### src/issue_pkg.sv
// Shared widths, RV32 encoding fields and micro-op codes for the
// decode/issue stage and its two execute pipes.
// Every RTL file refers to these by scoped name.
package issue_pkg;

  // --------------------------------------------------------------------------
  // Widths
  // --------------------------------------------------------------------------

  // Sequence tag width, wraps modulo 32
  localparam int SEQ_BITS = 5;

  // Data and instruction word
  typedef logic [31:0]          word_t;
  // Architectural register index
  typedef logic [4:0]           reg_addr_t;
  typedef logic [SEQ_BITS-1:0]  seq_num_t;
  // Micro-op sent down with every issued instruction
  typedef logic [1:0]           uop_t;

  // --------------------------------------------------------------------------
  // Execute pipes
  // --------------------------------------------------------------------------

  localparam int NUM_PIPES  = 2;
  // Depth of the multiply pipe
  localparam int MUL_STAGES = 3;

  // Bit positions in req and gnt
  localparam int PIPE_ALU = 0;
  localparam int PIPE_MUL = 1;

  // --------------------------------------------------------------------------
  // Micro-ops and RV32 encodings
  // --------------------------------------------------------------------------

  localparam uop_t UOP_ADD  = 2'd0;
  localparam uop_t UOP_ADDI = 2'd1;
  localparam uop_t UOP_MUL  = 2'd2;

  // Register-register and register-immediate ALU opcodes
  localparam logic [6:0] OPC_OP     = 7'b0110011;
  localparam logic [6:0] OPC_OP_IMM = 7'b0010011;
  // M extension marker in funct7
  localparam logic [6:0] FUNCT7_MUL = 7'b0000001;

endpackage
### src/mul_pipe.sv
// Three-stage multiply pipe, low 32 bits of the product. Partial products
// in stage one, their sum in stage two, result held in the last stage.
// The whole pipe freezes while the last stage waits for a grant.
`timescale 1ns/1ps

module mul_pipe (
  input  logic                 clk,
  input  logic                 rst,
  input  logic                 in_val,
  output logic                 in_rdy,
  input  issue_pkg::word_t     op1,
  input  issue_pkg::word_t     op2,
  input  issue_pkg::reg_addr_t waddr,
  input  logic                 wen,
  input  issue_pkg::seq_num_t  seq,
  // Completion request
  output logic                 req,
  input  logic                 gnt,
  output issue_pkg::seq_num_t  res_seq,
  output issue_pkg::reg_addr_t res_waddr,
  output logic                 res_wen,
  output issue_pkg::word_t     res_data
);

  localparam int LAST = issue_pkg::MUL_STAGES - 1;

  // Per-stage valid and tag fields
  logic [issue_pkg::MUL_STAGES-1:0] st_val;
  logic [issue_pkg::MUL_STAGES-1:0] st_wen;
  issue_pkg::seq_num_t              st_seq   [issue_pkg::MUL_STAGES];
  issue_pkg::reg_addr_t             st_waddr [issue_pkg::MUL_STAGES];

  // Stage one partial products, later stages the product
  issue_pkg::word_t pp_lo;
  issue_pkg::word_t pp_hi;
  issue_pkg::word_t st_prod [1:LAST];

  logic advance;

  // Lost grant on the last stage stalls everything
  assign advance = !(st_val[LAST] && !gnt);
  assign in_rdy  = advance;

  // --------------------------------------------------------------------------
  // Valid bits
  // --------------------------------------------------------------------------

  always_ff @(posedge clk) begin
    if (rst) begin
      st_val <= '0;
    end else if (advance) begin
      st_val <= {st_val[LAST-1:0], in_val};
    end
  end

  // --------------------------------------------------------------------------
  // Datapath
  // --------------------------------------------------------------------------

  always_ff @(posedge clk) begin
    if (advance) begin
      st_seq[0]   <= seq;
      st_waddr[0] <= waddr;
      st_wen[0]   <= wen;
      // Split op2 in half words, upper product only needs its low half
      pp_lo       <= op1 * {16'b0, op2[15:0]};
      pp_hi       <= op1 * {16'b0, op2[31:16]};
      st_prod[1]  <= pp_lo + {pp_hi[15:0], 16'b0};
      for (int i = 1; i < issue_pkg::MUL_STAGES; i++) begin
        st_seq[i]   <= st_seq[i-1];
        st_waddr[i] <= st_waddr[i-1];
        st_wen[i]   <= st_wen[i-1];
      end
      for (int i = 2; i < issue_pkg::MUL_STAGES; i++) begin
        st_prod[i] <= st_prod[i-1];
      end
    end
  end

  assign req       = st_val[LAST];
  assign res_seq   = st_seq[LAST];
  assign res_waddr = st_waddr[LAST];
  assign res_wen   = st_wen[LAST];
  assign res_data  = st_prod[LAST];

endmodule

### config.mk
export PLATFORM = sky130hd
export DESIGN_NAME = mul_pipe
export DESIGN_NICKNAME = d
export VERILOG_FILES = /design/src/issue_pkg.sv /design/src/mul_pipe.sv
export SDC_FILE = /design/constraint.sdc
export NUM_CORES = 1
export LEC_CHECK = 0
export ABC_AREA = 1
export BUFFER_PORTS_ARGS = -buffer_cell sky130_fd_sc_hd__buf_2
export CAP_MARGIN = 20
export CORE_MARGIN = 5
export CORE_UTILIZATION = 45
export DETAILED_ROUTE_END_ITERATION = 8
export PLACE_DENSITY = 0.63
export SLEW_MARGIN = 30
export SYNTH_ARGS = -nofsm -noshare
export SYNTH_HDL_FRONTEND = slang
export SYNTH_SLANG_ARGS = --single-unit
### constraint.sdc
create_clock -name clk -period 12.7 [get_ports clk]
set_input_delay 1.905 -clock clk [delete_from_list [all_inputs] [get_ports clk]]
set_output_delay 1.905 -clock clk [all_outputs]
set_load 0.02 [all_outputs]
* Word level (Yosys, flattened, before mapping)
Memory sizes are Yosys's and may differ from the RTL's. Index checks and enable logic that the tools add are counted. W data, S select, Z words.
Storage, ports and cells: logic and storage cells 14, input bits 79, memories 3, bits in registers 54, RAM bits 94
Memories:
- st_prod | words 2, bits a word 32, rd ports 2, clocked after memory_dff 0, wr ports 2, line mul_pipe.sv:36 | issue_pkg::word_t st_prod [1:LAST];
- st_seq | words 3, bits a word 5, rd ports 3, clocked after memory_dff 0, wr ports 3, line mul_pipe.sv:30 | issue_pkg::seq_num_t st_seq [issue_pkg::MUL_STAGES];
- st_waddr | words 3, bits a word 5, rd ports 3, clocked after memory_dff 0, wr ports 3, line mul_pipe.sv:31 | issue_pkg::reg_addr_t st_waddr [issue_pkg::MUL_STAGES];
Cells by class: $add $sub $neg 1, multiplexer cells 1, reductions and logical operators 3, $mul 2
Operators by type and width (count):
- $add A32 B32 Y32 | 1
- $mul A32 B16 Y16 | 1
- $mul A32 B16 Y32 | 1
- $logic_not A1 Y1 | 2
- $logic_and A1 B1 Y1 | 1
- $mux W1 | 1

* Logic depth before layout (Yosys ltp)
Gate-level depths: netlist of run 1.
depth in word-level cells 3, mapped depth 32, mapped depth without buffers 30

* Least setup slack after synthesis of run 1
No wires, ideal clock.
path type input to register, start point input port op2[2], end point register pp_lo[29], data pin, slack 5595 ps, arrival time 6840 ps, stages 22, data required time 12435 ps, library setup time 265 ps, path buffers 2, cells stage by stage clkbuf_1 clkbuf_1 nand2_1 fa_1 inv_1 fa_1 inv_1 fa_1 inv_1 fa_1 fa_1 inv_1 fa_1 inv_1 ha_1 nand2_1 nor2_1 inv_1 nor3_1 nand3_1 o211ai_1 xor2_1
Between the ends: cells in the longest elaborated chain, start to end 1
RTL lines:
- start, declared | line mul_pipe.sv:12 | input issue_pkg::word_t op2,
- $mul A32 B16 Y32 | line mul_pipe.sv:66 | pp_lo <= op1 * {16'b0, op2[15:0]};
- end signal, assigned | line mul_pipe.sv:66
- end, declared | line mul_pipe.sv:34 | issue_pkg::word_t pp_lo;
No other way between the ends. A chain may end at the register's enable or synchronous reset.

* Worst setup path in the final report of run 1
start point input port op2[1], end point register pp_lo[28], data pin
The elaborated chain is that of the path after synthesis.

==> qor.txt, run 1 <==
CTS Sinks - 148
root buf cell - clkbuf_16
Yosys top cell area share - 35.4%
status - finished clean
Initial DRC Count - 1043
postcts setup bufs - 0
Tcrit/Tclk final - 59.8%
WHS Path Cells - 0
largest net degree at the start of global routing - 84
max-cap violations - 0
Post-Synthesis Cell Area - 21800 µm²
# rows - 80
clk_lat worst skew - 0.41 ns
RSZ-0062 raised after global routing - no
Die H - 230 µm
CP Launch Type - input port
GR Util All Layers - 20.5%
fmax - 132 MHz
delay-heaviest family, CP - adder cells
Reg area - 4410 µm²
synth top area cells - fa_1, edfxtp_1, inv_1, nand2_1, ha_1
IO Port Bufs - 123
worst path required time - 12.92 ns
syn_nets - 3187
remaining antenna violation count - 0
initial antenna violation count - 0
DRT Pass-1 Iters - 7
CP cell instances - buf_2 -> nand2_1 -> fa_1 -> fa_1 -> fa_1 -> inv_1 -> fa_1 -> fa_1 -> inv_1 -> fa_1 -> inv_1 -> ha_1 -> nand2_1 -> inv_1 -> nand2_1 -> nor3_1 -> nand4_1 -> nand3_1 -> nand2_1 -> nand3_1 -> xor2_1
Hold-fix buffers, CTS - 0
Critical Path End Type - register
Reg2Reg Depth - 9
top_reg_cell synth - edfxtp_1
Avg Cell Area, Syn - 8.40 µm²
slowest cell delay on critical path - 0.57 ns
first-pass GRT wire length - 87800 µm
CTS tree - done
Crit-path slowest cell - buf_2
# setup viols final - 0
via count - 16100
Hold Path Sink - st_seq[0][14]
count of final hold-check violations - 0
Worst-Margin Slew - 0.825 ns
Slew Limit Fails - 0
fin nets - 3216
Final min period - 7.60 ns
vias in the first global route - 17300
Ports - 124
post-CTS sizing - 0
WP data arrival - 7.82 ns
Avg WL per Cell - 16.2 µm
Fin Hold WS - 0.415 ns
largest area contributor in the netlist - fa_1
Post-synth EDFFs - 145
Crit Path Class - in2reg
initial core utilization - 45.5%
YS warnings - 0
total gr overflow - 0
r2r startpoint - pp_lo[26]
area delta synth->final - 6.86%
flop2flop setup slack - 10.72 ns
final wirelength - 52700 µm
RePlAce Congestion - 0.872
Die ar. - 52900 µm²
layout cells sized above 1 - 6.60%
DR vias/cell - 4.96
maximum fanout along the worst path - 31
DRC - 0
Setup Skew - 0.00585 ns
hold path start - st_seq[0][9]
Seq/Total Area, Yosys - 20.3%
clk slew on worst S/H paths - 0.06 ns
hold crit path type - reg2reg
Core Region - 47800 µm²
Post-Route Setup TNS - 0 ns
r2r endpoint - st_prod[1][29]
area occupied by multi-input gates - 14000 µm²
Post-DP HPWL - 40700 µm
H-tree depth - 4
fillers - 4575
CTS max path bufs - 2
#FFs+latches synth - 148
x dimension of the die - 230 µm
CTS buffer count - 17
Async SR Flop Fraction - 0%
Unique masters post-synth - 37
CP Buf/Inv Count - 5
CP most frequent cell - fa_1
Max-slew headroom - 45.0%
Crit path depth - 21
ant diodes - 0
Synth Instances - 2594
[cell usage in the layout, fill, tap and decap left out, drive strengths merged, types with 4 or more instances in the layout]
cell type	count
nor3	8
clkbuf	18
xor2	44
buf	125
a21oi	67
nand2	735
o31ai	5
xnor2	17
edfxtp	145
nand3	73
clkinvlp	4
o21ai	26
inv	768
nor2	44
fa	385
ha	129
nand4	5
a21o	9
[through the flow]
stage               util (%)  std cells  area (µm²)  setup WS (ns)
floorplan                  -       2594       21800           5.60
global placement        47.4       3219       22700           4.79
detailed placement      47.4       3219       22700           4.72
CTS                     48.6       3251       23300           5.15
global route            48.7       3251       23300           4.78
finish                  48.7       3251       23300           5.10
[layout make-up]
| cell class | instances | area share, % |
|---|---|---|
| clock buffers | 18 | 1.84 |
| multi-input cells | 1567 | 60.1 |
| flip-flops and latches | 148 | 19.0 |
| repair buffers | 125 | 2.73 |
| clock inverters | 14 | 0.763 |
| well taps | 615 | 3.31 |
| inverters | 764 | 12.3 |
[how the worst max path moves through the flow]
stage	start	to	slack, ns
finish	op2[1]	pp_lo[28]	5.10
global route	op2[1]	pp_lo[28]	4.78
CTS	op2[1]	pp_lo[28]	5.15
detailed placement	op2[1]	pp_lo[28]	4.72
global placement	op2[1]	pp_lo[28]	4.79
floorplan	op2[2]	pp_lo[29]	5.60
[metal layers]
layer / up-vias / routed length [µm] / track usage [%]
met3: 94 / 3520 / 3.31
met2: 562 / 25900 / 35.5
met1: 7960 / 21900 / 26.8
met4: 0 / 1420 / 5.79
li1: 7501 / - / -
met5: - / 0 / 0
[kinds of logic after synthesis]
logic type / count (synthesis) / synth area share, %
DFF: 148 / 20.3
buffers and inverters: 879 / 15.6
and+or+nand+nor: 871 / 15.7
adders and majority gates: 514 / 42.8
AOI/OAI and AO/OA: 121 / 3.26
xor gates and xnor gates: 61 / 2.45
[Yosys cell counts, types with 5 or more instances]
cell	instances
inv_2	5
ha_1	129
nand2_1	730
clkbuf_1	69
fa_1	385
nand4_1	5
a21oi_1	64
xnor2_1	17
nand2_2	5
nand3_1	73
inv_1	759
nor2_1	44
buf_4	18
xor2_1	44
buf_1	11
edfxtp_1	145
buf_2	17
o21ai_0	22
o31ai_1	5
a21o_1	9
nor3_1	8
[state kept, by name, indices dropped and copies added (netlist names)]
signal and flops:
st_seq 15, pp_lo 32, st_prod 64, st_waddr 15
st_wen 3, pp_hi 16, st_val 3
Power of run 1 is left out: the tool's default activity adds up to more than one toggle a clock period on the data nets, which glitch-free logic cannot reach.
==> run 2: changes to the inputs <==
- clock period: 12.7 -> 7.4 ns (I/O delays scaled with it)
==> run 2 against run 1 <==
  * Flip-flop and latch count unchanged
  * Global-route usage up 0.11 points
  * Clock skew up 0.0018 ns
  * Final cell count up 0.71%
  * Critical path depth down 1
  * Via count down 0.45%
  * Die area unchanged
  * First-iteration DRC count up 9.4%
  * Sequential share of layout area down 0.14 points
  * Routed wire length up 0.73%
==> qor.txt, run 2 (synthesis gave the netlist of run 1 again) <==
Initial DRC Count - 1141 (+9.4%)
Biggest register - st_prod
WHS Path Cells - 0 (unchanged)
total gr overflow - 0 (unchanged)
most common cell after layout, fill and taps aside - inv_1
r2r startpoint - pp_lo[25]
Tcrit/Tclk final - 90.8%
Post-DP HPWL - 42600 µm (+4.6%)
clk_lat worst skew - 0.41 ns (about the same)
CP Launch Type - input port
Critical Path End Type - register
flop2flop setup slack - 5.42 ns (-5.30 ns)
initial core utilization - 45.5% (unchanged)
CTS Sinks - 148 (unchanged)
count of final hold-check violations - 0 (unchanged)
CP Buf/Inv Count - 6 (+1)
met3 wire len - 3690 µm (+4.9%)
Top Registers - st_prod x64, pp_lo x32, pp_hi x16
WP data arrival - 6.87 ns (-0.95 ns)
Critical path origin - op2[1]
r2r endpoint - st_prod[1][29]
post-CTS sizing - 0 (unchanged)
ant diodes - 0 (unchanged)
status - finished clean
hold path start - st_prod[1][27]
Die ar. - 52900 µm² (unchanged)
GR Util All Layers - 20.6% (+0.11 points)
maximum fanout along the worst path - 26 (-16%)
max-cap violations - 0 (unchanged)
Crit path depth - 20 (-4.8%)
H-tree depth - 4 (unchanged)
Post-Place Setup Slack - 0.307 ns (-4.42 ns)
Post-Route Setup TNS - 0 ns (unchanged)
Crit Path Class - in2reg
Avg WL per Cell - 16.2 µm (about the same)
fmax - 149 MHz
Core Region - 47800 µm² (unchanged)
largest net degree at the start of global routing - 87 (+3.6%)
Final min period - 6.72 ns
slowest cell delay on critical path - 0.58 ns (about the same)
RSZ-0062 raised after global routing - no
RePlAce Congestion - 0.891 (+2.1%)
layout cells sized above 1 - 7.37% (+0.77 points)
DRC - 0 (unchanged)
Worst-Margin Slew - 0.776 ns (-0.0495 ns)
remaining antenna violation count - 0 (unchanged)
CP cell instances - buf_2 -> nand2_1 -> fa_1 -> inv_1 -> fa_1 -> inv_1 -> fa_1 -> inv_1 -> fa_1 -> fa_1 -> inv_1 -> fa_1 -> inv_1 -> ha_1 -> a21oi_1 -> o21ai_0 -> a21oi_1 -> nand3_1 -> a21oi_1 -> xnor2_1
Ports - 124 (unchanged)
clk slew on worst S/H paths - 0.06 ns (about the same)
top sig layer - met4
Die H - 230 µm (unchanged)
CTS max path bufs - 2 (unchanged)
Reg2Reg Depth - 9 (unchanged)
delay-heaviest family, CP - adder cells
root buf cell - clkbuf_16
vias in the first global route - 17300 (+0.040%)
IO Port Bufs - 123 (unchanged)
worst path required time - 7.55 ns (-5.37 ns)
initial antenna violation count - 0 (unchanged)
postcts setup bufs - 0 (unchanged)
Hold-fix buffers, CTS - 0 (unchanged)
CTS buffer count - 17 (unchanged)
fin nets - 3239 (+0.72%)
first-pass GRT wire length - 88300 µm (+0.61%)
met1 wire length - 22500 µm (+2.9%)
Max-slew headroom - 48.3% (+3.3 points)
area delta synth->final - 7.66%
CP most frequent cell - fa_1
met2 WL post-DR - 25600 µm (-1.2%)
Crit-path slowest cell - fa_1
final setup margin - 0.683 ns (-4.42 ns)
Slew Limit Fails - 0 (unchanged)
CTS tree - done
Setup Skew - 0.00766 ns (+0.00181 ns)
crit path capture - pp_lo[27]
hold crit path type - reg2reg
DR vias/cell - 4.90 (-1.1%)
final wirelength - 53100 µm (+0.73%)
x dimension of the die - 230 µm (unchanged)
DRT Pass-1 Iters - 5 (-2)
most frequent cells in the layout - inv_1, nand2_1, fa_1, edfxtp_1, ha_1
# rows - 80 (unchanged)
Largest register FFs - 64 (unchanged)
# setup viols final - 0 (unchanged)
via count - 16000 (-0.45%)
-- run 2: cell types whose count changed in the layout (fill, tap and decap cells not counted), sizes merged --
cell and change:
buf +23, clkinv +4, clkinvlp -3, inv -1
-- run 2: worst min-delay path by stage --
stage | to | slack, ns
global route | st_prod[2][27] | 0.42
detailed placement | st_prod[2][27] | 0.40
global placement | st_waddr[0][10] | 0.40
finish | st_prod[2][27] | 0.41
floorplan | st_prod[1][0] | 0.40
CTS | st_prod[2][27] | 0.41
-- run 2: final cells by class --
cell class                      instances  area (µm²)
Clock buffer                           18         429
Clock inverter                         14         179
Fill cell                            4562       24400
Inverter                              764        2870
Multi-Input combinational cell       1567       14000
Sequential cell                       148        4410
Tap cell                              615         769
Timing Repair Buffer                  148         807
-- run 2: metrics by stage --
step | util [%] | instances | cell area, µm² | hold WS, ns
final | 49.0 | 3274 | 23500 | 0.412
after global routing | 49.0 | 3274 | 23500 | 0.416
after CTS | 49.0 | 3274 | 23500 | 0.412
after detailed placement | 47.7 | 3242 | 22800 | 0.405
after global placement | 47.7 | 3242 | 22800 | 0.400
after floorplan | - | 2594 | 21800 | 0.400
-- run 2: worst register-to-register path, stage by stage (launching register included) --
cell	delay, ns
edfxtp_1	0.43
ha_1	0.39
nand2_1	0.09
nor2_1	0.21
nand3_1	0.11
nand3_1	0.13
a21oi_1	0.08
nor2_1	0.09
nor2_1	0.05
xor2_1	0.13
-- run 2: metal layers --
metal | vias up | track usage, %
met5 | - | 0
met4 | 0 | 5.59
met3 | 88 | 3.11
met2 | 536 | 35.1
met1 | 7869 | 27.7
li1 | 7552 | -
Power of run 2 is left out for the same reason.
