$ cat config.mk
export PLATFORM = sky130hd
export DESIGN_NAME = alu_pipe
export DESIGN_NICKNAME = d
export VERILOG_FILES = /design/src/issue_pkg.sv /design/src/alu_pipe.sv
export SDC_FILE = /design/constraint.sdc
export NUM_CORES = 1
export LEC_CHECK = 0
export BUFFER_PORTS_ARGS = -buffer_cell sky130_fd_sc_hd__buf_2
export CELL_PAD_IN_SITES_DETAIL_PLACEMENT = 0
export CELL_PAD_IN_SITES_GLOBAL_PLACEMENT = 2
export CORE_MARGIN = 3
export CORE_UTILIZATION = 26
export CTS_CLUSTER_DIAMETER = 100
export DETAILED_ROUTE_END_ITERATION = 12
export PLACE_DENSITY = 0.77
export SETUP_SLACK_MARGIN = 0.1
export SYNTH_ARGS = -nofsm -noshare
export SYNTH_HDL_FRONTEND = slang
export SYNTH_SLANG_ARGS = --single-unit
$ cat constraint.sdc
create_clock -name clk -period 2.8 [get_ports clk]
set_clock_uncertainty 0.2 [all_clocks]
set_input_delay 0.42 -clock clk [delete_from_list [all_inputs] [get_ports clk]]
set_output_delay 0.42 -clock clk [all_outputs]
set_load 0.005 [all_outputs]
$ cat src/issue_pkg.sv
// Shared widths, RV32 encoding fields and micro-op codes for the
// decode/issue stage and its two execute pipes.
// Every RTL file refers to these by scoped name.
package issue_pkg;

  // --------------------------------------------------------------------------
  // Widths
  // --------------------------------------------------------------------------

  // Sequence tag width, wraps modulo 32
  localparam int SEQ_BITS = 5;

  // Data and instruction word
  typedef logic [31:0]          word_t;
  // Architectural register index
  typedef logic [4:0]           reg_addr_t;
  typedef logic [SEQ_BITS-1:0]  seq_num_t;
  // Micro-op sent down with every issued instruction
  typedef logic [1:0]           uop_t;

  // --------------------------------------------------------------------------
  // Execute pipes
  // --------------------------------------------------------------------------

  localparam int NUM_PIPES  = 2;
  // Depth of the multiply pipe
  localparam int MUL_STAGES = 3;

  // Bit positions in req and gnt
  localparam int PIPE_ALU = 0;
  localparam int PIPE_MUL = 1;

  // --------------------------------------------------------------------------
  // Micro-ops and RV32 encodings
  // --------------------------------------------------------------------------

  localparam uop_t UOP_ADD  = 2'd0;
  localparam uop_t UOP_ADDI = 2'd1;
  localparam uop_t UOP_MUL  = 2'd2;

  // Register-register and register-immediate ALU opcodes
  localparam logic [6:0] OPC_OP     = 7'b0110011;
  localparam logic [6:0] OPC_OP_IMM = 7'b0010011;
  // M extension marker in funct7
  localparam logic [6:0] FUNCT7_MUL = 7'b0000001;

endpackage
$ cat src/alu_pipe.sv
// Single-cycle adder pipe. The sum sits in one result register and
// requests the completion bus until the arbiter grants it.
`timescale 1ns/1ps

module alu_pipe (
  input  logic                 clk,
  input  logic                 rst,
  input  logic                 in_val,
  output logic                 in_rdy,
  input  issue_pkg::word_t     op1,
  input  issue_pkg::word_t     op2,
  input  issue_pkg::uop_t      uop,
  input  issue_pkg::reg_addr_t waddr,
  input  logic                 wen,
  input  issue_pkg::seq_num_t  seq,
  // Completion request
  output logic                 req,
  input  logic                 gnt,
  output issue_pkg::seq_num_t  res_seq,
  output issue_pkg::reg_addr_t res_waddr,
  output logic                 res_wen,
  output issue_pkg::word_t     res_data
);

  logic             full;
  issue_pkg::word_t sum;

  // ADDI already carries its immediate in op2
  always_comb begin
    case (uop)
      issue_pkg::UOP_ADD,
      issue_pkg::UOP_ADDI: sum = op1 + op2;
      default:             sum = '0;
    endcase
  end

  // Refill in the same cycle as the grant
  assign in_rdy = !full || gnt;
  assign req    = full;

  always_ff @(posedge clk) begin
    if (rst) begin
      full <= 1'b0;
    end else if (in_val && in_rdy) begin
      full <= 1'b1;
    end else if (gnt) begin
      full <= 1'b0;
    end
  end

  always_ff @(posedge clk) begin
    if (in_val && in_rdy) begin
      res_data  <= sum;
      res_seq   <= seq;
      res_waddr <= waddr;
      res_wen   <= wen;
    end
  end

endmodule

# [Yosys cells after proc, flatten, opt, wreduce, memory -nomap -nowiden]
# Index checks and enable logic that the tools add are counted.
[op_classes] n_addsub=1 reduce_logical=6 n_mux=2 eq_ne=1
[op_table] op="$add A32 B32 Y32" n=1
[op_table] op="$eq A2 B1 Y1 const B" n=1
[op_table] op="$logic_not A2 Y1" n=1
[op_table] op="$mux W1" n=2
[op_table] op="$reduce_bool A2 Y1" n=1
[op_table] op="$reduce_or A2 Y1" n=1
[op_table] op="$logic_and A1 B1 Y1" n=1
[op_table] op="$logic_not A1 Y1" n=1
[op_table] op="$logic_or A1 B1 Y1" n=1
[word_totals] elab_cells=15 reg_bits=44 inputBits=81 out_inout_bits=45

# [Logic depth before layout (Yosys ltp)]
# Gate-level depths: netlist of run 1.
[logic_depth] ltp_word=4 ltp_mapped=9 depth_no_buf=9

# [Least setup slack after synthesis of run 1]
# No wires, ideal clock.
[synth_path] path_kind="input port to flip-flop" start="input op1[0]" end="register res_data[30], data pin" path_slack_ns=-0.265 setup_ns=0.262 path_stages=9 path_buffers=0 arrival_time_ns=2.603 required_ns=2.338 path_cell_list="ha_1 > fa_1 > a21o_1 > a221oi_4 > o21ai_2 > a21boi_2 > o41ai_2 > a311oi_1 > mux2_1"
[synth_via] elab_chain_cells=1
[synth_lines] element="start: declaration" line="alu_pipe.sv:10" source="input issue_pkg::word_t op1,"
[synth_lines] element="$add A32 B32 Y32" line="alu_pipe.sv:32" source="issue_pkg::UOP_ADDI: sum = op1 + op2;"
[synth_lines] element="end signal: assignment" line="alu_pipe.sv:53" source="res_data <= sum;"
[synth_lines] element="end: declaration" line="alu_pipe.sv:22" source="output issue_pkg::word_t res_data"
# No other way between the ends.
# A chain may end at the register's enable or synchronous reset.

# [Final worst setup path of run 1]
# Ends and elaborated chain as after synthesis.

==> summary.txt, run 1 <==
Status
  – Outcome: completed

STA
  – Number of hold violations in the final report: 0
  – RSZ-0062 raised after global routing: yes
  – Max Transition Viols Final: 0
  – Maximum operating frequency: roughly 0.36 GHz
  – Setup total negative slack: 0 ns
  – Worst max-slew margin expressed relative to the limit: between 60% and 70%
  – Final Critical Period: about 2.8 ns
  – Slew @ Worst Pin: between 0.5 and 0.6 ns
  – Part of the cycle the worst path needs: about 100%
  – Final setup violation count: 0

Setup path
  – Req. time, crit path: approximately 2.6 ns
  – Delay of the slowest cell on the worst path: ~0.36 ns
  – Critical path cell sequence: buf_6 > ha_4 > fa_2 > a21o_1 > a221oi_4 > o21ai_2 > a21boi_2 > o41ai_2 > a311oi_1 > mux2_1
  – Element type at the critical path end: flip-flop
  – Depth of the most critical reg-to-reg path: 3
  – Critical path class: input pin to flip-flop
  – Cell with the largest stage delay on the worst path: mux2_1
  – Bufs and invs on worst path: 1
  – Worst path arrival time: between 2 and 3 ns
  – Crit path max fanout: 2
  – Reg-to-reg slack, setup: between 1 and 1.5 ns
  – CP delay by family, top: compound AO/OA/AOI/OAI gates
  – Startpoint class of the critical path: input pin
  – Logic depth of the worst setup path including buffers: 10

Clocking
  – Total of hold buffers inserted after clock tree synthesis: 0
  – CTS H-tree lvls: 2
  – Clock-pin slew on the worst setup and hold paths: around 0.060 ns
  – Sink Count: 44
  – Number of CTS-inserted buffers: 5
  – TritonCTS clock tree: built
  – Clock latency of the later-clocked register in the worst-skew pair: 0.28 ns
  – Clock Root Buffer: clkbuf_16
  – Max Buffers Root-to-Sink: 2

Die
  – Height of the chip: approximately 120 um
  – Die extent in x: 117.5 um
  – Total I/O pin count: 126
  – Effective utilization at floorplan: 26.79%
  – Placeable core area: around 12,000 um^2
  – Number of placement rows: 40
  – Die ar.: 13,800 um^2

Finish
  – Layout-stage area growth over the synthesis result: 47.39%
  – Fin util: between 30% and 40%
  – Finished Cell Area: approximately 4800 um^2
  – Antenna Cells: 0
  – Final layout net count: 618
  – Final cell count without fillers: around 670
  – Fraction of final layout cells sized beyond drive strength 1: approximately 44%

Logic synthesis
  – Cells after Synth: between 300 and 400
  – Number of enable flip-flop cells after synthesis: 43
  – Mapped Nets: 438
  – Number of unique standard cell types used by synthesis: 50
  – Most used standard cell by instance count after synthesis: edfxtp_1
  – Number of register bits inferred by synthesis: 44
  – Area fraction of the dominant cell type after synthesis: 39.95%
  – Cell type with the highest aggregate area in the netlist: edfxtp_1
  – Sequential cell area fraction in the yosys report: between 40% and 50%
  – Most frequently used flop master after synthesis: edfxtp_1
  – Cells taking the most area after synthesis: edfxtp_1 (40%), ha_1 (12%), a21oi_1 (5.4%), nor2_1 (4.8%), xnor2_1 (3.3%)
  – Average cell area after synthesis: just under 10 um^2
  – Yosys warning total: 0
  – Mapped Area: around 3200 um^2
  – Commonest cells post-synth: edfxtp_1 (43), nor2_1 (41), a21oi_1 (35)
  – Async S/R FF share, synth: 0%

Place
  – HPWL after DPL: approximately 7500 um
  – Placed cell area: 4462 um^2
  – Placer's final routability congestion estimate: 0.7987
  – Placed cell count: approximately 660
  – Port Buffers: roughly 120

Pwr
  – Worst voltage drop across the vdd grid: 0.2336 mV
  – Leakage power of the design: 2.159 nW
  – Power density relative to cell area: around 460 nW/um^2
  – Overall power of the completed layout: between 0.002 and 0.0025 W

Detailed routing
  – Overall via count from detail_route: 3,025
  – Detailed-router iteration count before antenna repair: 4
  – Vias per inst: around 4.5
  – Remaining antenna violation count: 0
  – Post-DR wirelength/cell: about 14 um
  – Number of DRC violations after detailed routing: 0
  – First DRT Iteration DRCs: between 90 and 100
  – Final wirelength: 9168 um

Min path
  – Count of cells along the worst hold path: 2
  – Hold Crit Class: input pin to flip-flop

Job
  – Max-cap viol count: 0

GRT
  – Pin count of the biggest net entering global routing: between 40 and 50
  – Initial antenna violation count: 0
  – First-pass GRT wire length: about 15,000 um
  – Total congestion overflow after global routing: 0
  – Vias in the first global route: between 3k and 4k
  – GRT Overall Usage: around an eighth
[timing repair]
action                     CTS  global route
pin swaps                    9             9
buffers inserted             4             0
setup endpoints to repair    7            12
resized for setup           12             9
[through the flow]
step	setup WS (ns)	hold WS, ns
2_1_floorplan	-0.1194	0.2891
3_3_place_gp	-0.2815	0.2829
3_5_place_dp	-0.3444	0.3144
4_1_cts	-0.01602	0.07684
5_1_grt	-0.1280	0.08131
6_report	0.01105	0.08570
[cell usage in the layout (no fill, tap or decap), types with 3 or more instances in the layout]
cell	Yosys	routed
buf_2	5	122
buf_4	0	58
edfxtp_1	43	43
nor2_1	41	39
a21oi_1	35	34
ha_1	31	28
nand2_1	24	23
nor2b_1	13	13
o21ai_0	13	13
a21o_1	10	10
xnor2_1	12	9
nor3_1	9	9
inv_1	7	7
xor2_1	7	7
a31oi_1	7	6
o21a_1	6	6
o21bai_1	6	6
nand4_1	5	5
nand3_1	5	5
clkbuf_16	0	5
buf_6	0	5
o211ai_1	3	3
xnor2_2	0	3
mux2_1	4	3
[worst register-to-register path, stage by stage (launching register included)]
cell      delay, ns
dfxtp_1        0.31
nand2b_1       0.09
and2_2         0.14
buf_4          0.45
[final timing paths]
kind,from,end
setup / recovery,op1[0],res_data[30]
hold / removal,rst,req
setup reg to reg,req,res_data[11]
hold reg to reg,req,req
[final cells by class]
class                      count  area (um^2)
multi-input combinational    262         1951
timing repair buffer         185         1102
tap                          168        210.2
inverter                       7        26.28
clock inverter                 3        37.54
sequential                    44         1311
fill                        1270         7298
clock buffer                   5        125.1
[power by group]
part	internal, W	switching [W]	leakage, nW
clock	0.000415	0.000235	0.0789
sequential	0.000800	0.0000154	0.434
combinational	0.000381	0.000367	1.65
[flip-flops by register name, indices dropped and copies added, names as in the netlist]
signal and flops:
res_wen 1, req 1, res_seq 5, res_waddr 5, res_data 32
[per-layer routing]
metal  up-vias  GRT usage [%]  wire length, um
li1       1562              -                -
met1      1366          17.92             4446
met2        90          21.89             4230
met3         7          1.922              380
met4         0          3.443              111
met5         -              0                0
[cell families after synthesis]
family | Yosys count | share of synthesized area [%]
flops | 44 | 40.57
xor+xnor | 19 | 5.149
buf+inv | 19 | 2.439
mux | 7 | 2.555
compound gates | 99 | 21.45
fa+ha+maj | 32 | 12.62
simple gates | 105 | 15.22
(Power assumes the default switching activity.)
==> run 2, diff against run 1 <==
CORE_ASPECT_RATIO = 0.7   (was default)
==> run 2 against run 1 <==
Register-to-register slack gained 0.22 ns. Sequential power is essentially flat. Sequential share of layout area grew 0.17 points. Cell count shrank 1.6%. Hold slack gained 0.0023 ns. First-iteration DRC count grew 71%. Clock-buffer cell count grew 1. Maximum frequency grew 0.36%. Utilization grew 0.17 points. Cell area shrank 0.63%. Total power grew 0.92%. Die area grew 0.15%. Critical path type unchanged.
==> summary.txt, run 2 (synthesized netlist as in run 1, its figures left out) <==
Status
  – Outcome: completed

Finish
  – Fin util: 39.67%
  – Commonest non-fill, non-tap cell in the layout: buf_2
  – Most frequent cells in the layout: buf_2 (122), buf_4 (58), edfxtp_1 (43)
  – Fillers: about 1.2k
  – Antenna Cells: 0
  – Final layout net count: around 600
  – Register with the most flip-flops: res_data
  – Fraction of final layout cells sized beyond drive strength 1: 43.48%
  – Layout-stage area growth over the synthesis result: 46.46%
  – Largest registers in the final layout: res_data (32), res_seq (5), res_waddr (5)
  – Max FFs per register: 32

Setup path
  – Worst path arrival time: 2.61 ns
  – Bufs and invs on worst path: 1
  – Req. time, crit path: about 2.6 ns
  – Cell with the largest stage delay on the worst path: fa_2
  – Endpoint of the worst-slack reg-to-reg timing path: res_data[25]
  – Startpoint class of the critical path: input pin
  – Depth of the most critical reg-to-reg path: 3
  – Reg-to-reg slack, setup: approximately 1.4 ns
  – Delay of the slowest cell on the worst path: 0.35 ns
  – Critical path class: input pin to flip-flop
  – Crit path max fanout: 2
  – Critical path cell sequence: buf_6 > ha_4 > fa_2 > a21o_1 > a221oi_4 > o21ai_2 > a21boi_2 > o41ai_4 > a311oi_2 > mux2_4
  – CP delay by family, top: compound AO/OA/AOI/OAI gates
  – Startpoint of the worst register-to-register path: req
  – Element type at the critical path end: flip-flop

Min path
  – Startpoint of the worst hold path: rst
  – Hold Crit Class: input pin to flip-flop
  – Count of cells along the worst hold path: 2
  – Hold EP: req

STA
  – RSZ-0062 raised after global routing: yes
  – Hold slack: ~0.09 ns
  – Final setup violation count: 0
  – Final Critical Period: ~2.8 ns
  – Maximum operating frequency: approximately 0.36 GHz
  – Slew @ Worst Pin: roughly 0.58 ns
  – Part of the cycle the worst path needs: approximately 99%
  – Number of hold violations in the final report: 0
  – Worst max-slew margin expressed relative to the limit: 61.09%
  – Max Transition Viols Final: 0
  – Final Worst Setup Slack: about 0.021 ns

Pwr
  – Overall power of the completed layout: 0.002234 W
  – Power density relative to cell area: about 470 nW/um^2
  – Worst voltage drop across the vdd grid: 0.2313 mV
  – Leakage power of the design: 2.170 nW

Place
  – HPWL after DPL: 8062 um
  – Placer's final routability congestion estimate: 0.8454
  – Port Buffers: ~120
  – Pre-CTS setup slack: -0.4998 ns

Clocking
  – Clock Root Buffer: clkbuf_16
  – CTS H-tree lvls: 2
  – Clock latency of the later-clocked register in the worst-skew pair: about 0.28 ns
  – Clock-pin slew on the worst setup and hold paths: 0.06 ns
  – Number of CTS-inserted buffers: 5
  – Sink Count: 44
  – Max Buffers Root-to-Sink: 2
  – TritonCTS clock tree: built

Detailed routing
  – Final wirelength: between 9000 and 10,000 um
  – Vias per inst: between 4 and 5
  – Remaining antenna violation count: 0
  – Post-DR wirelength/cell: between 10 and 15 um
  – Detailed-router iteration count before antenna repair: 4
  – Number of DRC violations after detailed routing: 0
  – First DRT Iteration DRCs: around 160
  – Overall via count from detail_route: roughly 3.1k

GRT
  – GRT Overall Usage: 13.69%
  – Total congestion overflow after global routing: 0
  – Pin count of the biggest net entering global routing: 44
  – Initial antenna violation count: 0
  – Vias in the first global route: a little over 3k
  – First-pass GRT wire length: ~15,000 um

Die
  – Number of placement rows: 33
  – Total I/O pin count: about 130
  – Placeable core area: between 10,000 and 15,000 um^2
  – Height of the chip: approximately 99 um
  – Die ar.: between 10,000 and 15,000 um^2
  – Effective utilization at floorplan: a little over a quarter
  – Die extent in x: 139.3 um

Job
  – Max-cap viol count: 0
==> run 2: changes by cell type in the layout (fill, tap and decap cells not counted), moves of 2 or more <==
cell	change
xnor2_1	+2
xnor2_2	-2
clkinv_1	-2
nor2_1	+2
==> run 2: layout make-up <==
cell class                      instances  area, um^2  share of cell area [%]
Clock buffer                            6       128.9                   2.723
Clock inverter                          2       35.03                  0.7402
Inverter                                7       26.28                  0.5551
Multi-Input combinational cell        262        1924                   40.66
Sequential cell                        44        1311                   27.70
Tap cell                              157       196.4                   4.150
Timing Repair Buffer                  185        1111                   23.47
==> run 2: through the flow <==
stage                     cells  cell area (um^2)   TNS, ns
after floorplan             325              3247   -0.1749
after global placement      648              4431    -2.295
after detailed placement    648              4431    -2.562
after CTS                   662              4691  -0.02343
after global routing        663              4733  -0.08478
final                       663              4733         0
==> run 2: timing repair <==
item | 4_1_cts | 5_1_grt
endpoints found under the setup margin | 5 | 10
buffers inserted | 6 | 1
gates resized for setup | 9 | 6
hold buffers | 0 | 0
pin swaps | 11 | 8
==> run 2: routing by layer <==
| metal | share of wire, % | track usage (%) |
|---|---|---|
| met3 | 5.2 | 2.643 |
| met2 | 39 | 19.38 |
| met4 | 0.96 | 3.008 |
| met5 | 0 | 0 |
| met1 | 55 | 21.35 |
==> run 2: report_power, final <==
group,internal (W),switching (W)
clock,0.000420,0.000244
combinational,0.000380,0.000376
sequential,0.000800,0.0000141
==> run 2: worst max path at each step <==
stage / from / endpoint / slack [ns] / depth (start not counted)
after floorplan: op1[0] / res_data[30] / -0.12 / 9
after detailed placement: op1[0] / res_data[30] / -0.50 / 10
after global placement: op1[0] / res_data[30] / -0.40 / 10
final: op1[0] / res_data[30] / 0.02 / 10
after CTS: op1[0] / res_data[28] / -0.02 / 11
after global routing: op1[0] / res_data[30] / -0.07 / 10
==> run 3, diff against run 2 <==
PLACE_DENSITY = 0.79   (was 0.77)
==> run 3 against run 2 <==
Worst setup slack about the same. Sequential share of layout area down 0.22 points. Sequential power about the same. Critical path type unchanged. Largest cell class unchanged. Highest routed layer unchanged.
==> summary.txt, run 3 (synthesized netlist as in run 1, its figures left out) <==
Finish
  – Layout-stage area growth over the synthesis result: 47.62%
  – Most frequent cells in the layout: buf_2 (122), buf_4 (59), edfxtp_1 (43)
  – Antenna Cells: 0
  – Register with the most flip-flops: res_data
  – Max FFs per register: 32
  – Commonest non-fill, non-tap cell in the layout: buf_2
  – Fraction of final layout cells sized beyond drive strength 1: about 45%
  – Final cell count without fillers: 664
  – Largest registers in the final layout: res_data (32), res_seq (5), res_waddr (5)
  – Fin util: between 30% and 40%
  – Final layout net count: between 600 and 700

STA
  – Final Critical Period: between 2 and 3 ns
  – Max Transition Viols Final: 0
  – Slew @ Worst Pin: around 0.54 ns
  – Worst max-slew margin expressed relative to the limit: 64.15%
  – Final setup violation count: 0
  – Part of the cycle the worst path needs: approximately 99%
  – RSZ-0062 raised after global routing: yes
  – Setup total negative slack: 0 ns
  – Maximum operating frequency: around 0.36 GHz
  – Number of hold violations in the final report: 0

Place
  – Port Buffers: approximately 120
  – HPWL after DPL: roughly 8000 um
  – Placed cell count: 649
  – Placer's final routability congestion estimate: just under 0.9

Detailed routing
  – Detailed-router iteration count before antenna repair: 4
  – Remaining antenna violation count: 0
  – First DRT Iteration DRCs: 211
  – Overall via count from detail_route: ~3.1k
  – Final wirelength: just under 10,000 um
  – Post-DR wirelength/cell: 14.66 um
  – Number of DRC violations after detailed routing: 0
  – Vias per inst: about 4.7

Pwr
  – Power density relative to cell area: roughly 450 nW/um^2
  – Worst voltage drop across the vdd grid: 0.1845 mV
  – Leakage power of the design: 2.160 nW

Min path
  – Hold Crit Class: input pin to flip-flop

GRT
  – Total congestion overflow after global routing: 0
  – Vias in the first global route: approximately 3.1k
  – GRT Overall Usage: approximately 14%
  – First-pass GRT wire length: around 16,000 um
  – Pin count of the biggest net entering global routing: 27
  – Initial antenna violation count: 0

Setup path
  – Crit path max fanout: 3
  – Bufs and invs on worst path: 2
  – Cell with the largest stage delay on the worst path: fa_2
  – Worst path arrival time: 2.61 ns
  – Critical path cell sequence: buf_6 > ha_4 > fa_2 > a21o_1 > a221oi_4 > buf_6 > nor4b_4 > o21bai_2 > o311ai_4 > a21boi_2 > mux2_4
  – Critical path class: input pin to flip-flop
  – Element type at the critical path end: flip-flop
  – CP delay by family, top: compound AO/OA/AOI/OAI gates
  – Req. time, crit path: 2.63 ns
  – Delay of the slowest cell on the worst path: ~0.37 ns
  – Most common cell on crit path: buf_6
  – Startpoint class of the critical path: input pin

Die
  – Placeable core area: 11,930 um^2
  – Total I/O pin count: 126
  – Height of the chip: 99.28 um
  – Number of placement rows: 33
  – Die extent in x: about 140 um
  – Die ar.: roughly 14,000 um^2
  – Effective utilization at floorplan: 27.08%

Clocking
  – Clock latency of the later-clocked register in the worst-skew pair: between 0.2 and 0.3 ns
  – Sink Count: 44
  – CTS H-tree lvls: 2
  – Clock-pin slew on the worst setup and hold paths: approximately 0.060 ns
  – TritonCTS clock tree: built
  – Clock Root Buffer: clkbuf_16
  – Number of CTS-inserted buffers: 5
  – Max Buffers Root-to-Sink: 2

Status
  – Outcome: completed

Job
  – Max-cap viol count: 0
run 3: report_power, final:
group | internal, W | switching, W
Combinational | 0.000385 | 0.000383
Clock | 0.000356 | 0.000228
Sequential | 0.000800 | 0.0000145
run 3: per-stage QoR:
step | hold WS [ns] | setup WS [ns] | area (um^2) | power (W)
2_1_floorplan | 0.2891 | -0.1194 | 3247 | 0.001219
3_3_place_gp | 0.2938 | -0.3793 | 4438 | 0.001539
3_5_place_dp | 0.3204 | -0.4888 | 4438 | 0.001545
4_1_cts | 0.09085 | -0.02456 | 4684 | 0.002166
5_1_grt | 0.09684 | -0.07644 | 4771 | 0.002302
6_report | 0.09872 | 0.02097 | 4771 | 0.002166
run 3: layer usage:
metal	global-route usage [%]	up-vias	routed length, um
li1	-	1562	-
met1	21.64	1450	5157
met2	19.93	122	3819
met3	2.883	2	720
met4	2.180	0	39
met5	0	-	0
run 3: worst paths after layout:
check | cells past startpoint | slack, ns | startpoint | end
max | 11 | 0.02 | op1[0] | res_data[24]
min | 2 | 0.1 | rst | req
min reg2reg | 2 | 0.32 | req | req
max reg2reg | 3 | 1.14 | req | res_seq[3]
run 3: worst register-to-register path: stages, from the launching register on:
cell and delay (ns):
dfxtp_1 0.31, nand2b_1 0.10, and2_2 0.48, buf_12 0.27
run 3: layout make-up:
cell class	instances	area (um^2)
fillers	1222	7162
well taps	157	196.4
flip-flops and latches	44	1311
inverters	7	26.28
clock buffers	8	146.4
multi-input cells	262	1972
repair buffers	186	1119
run 3: timing repair:
| action | in CTS | in global routing |
|---|---|---|
| endpoints found under the setup margin | 6 | 12 |
| pin swaps | 9 | 8 |
| gates resized for setup | 10 | 15 |
| hold buffers | 0 | 0 |
| setup buffers | 5 | 2 |
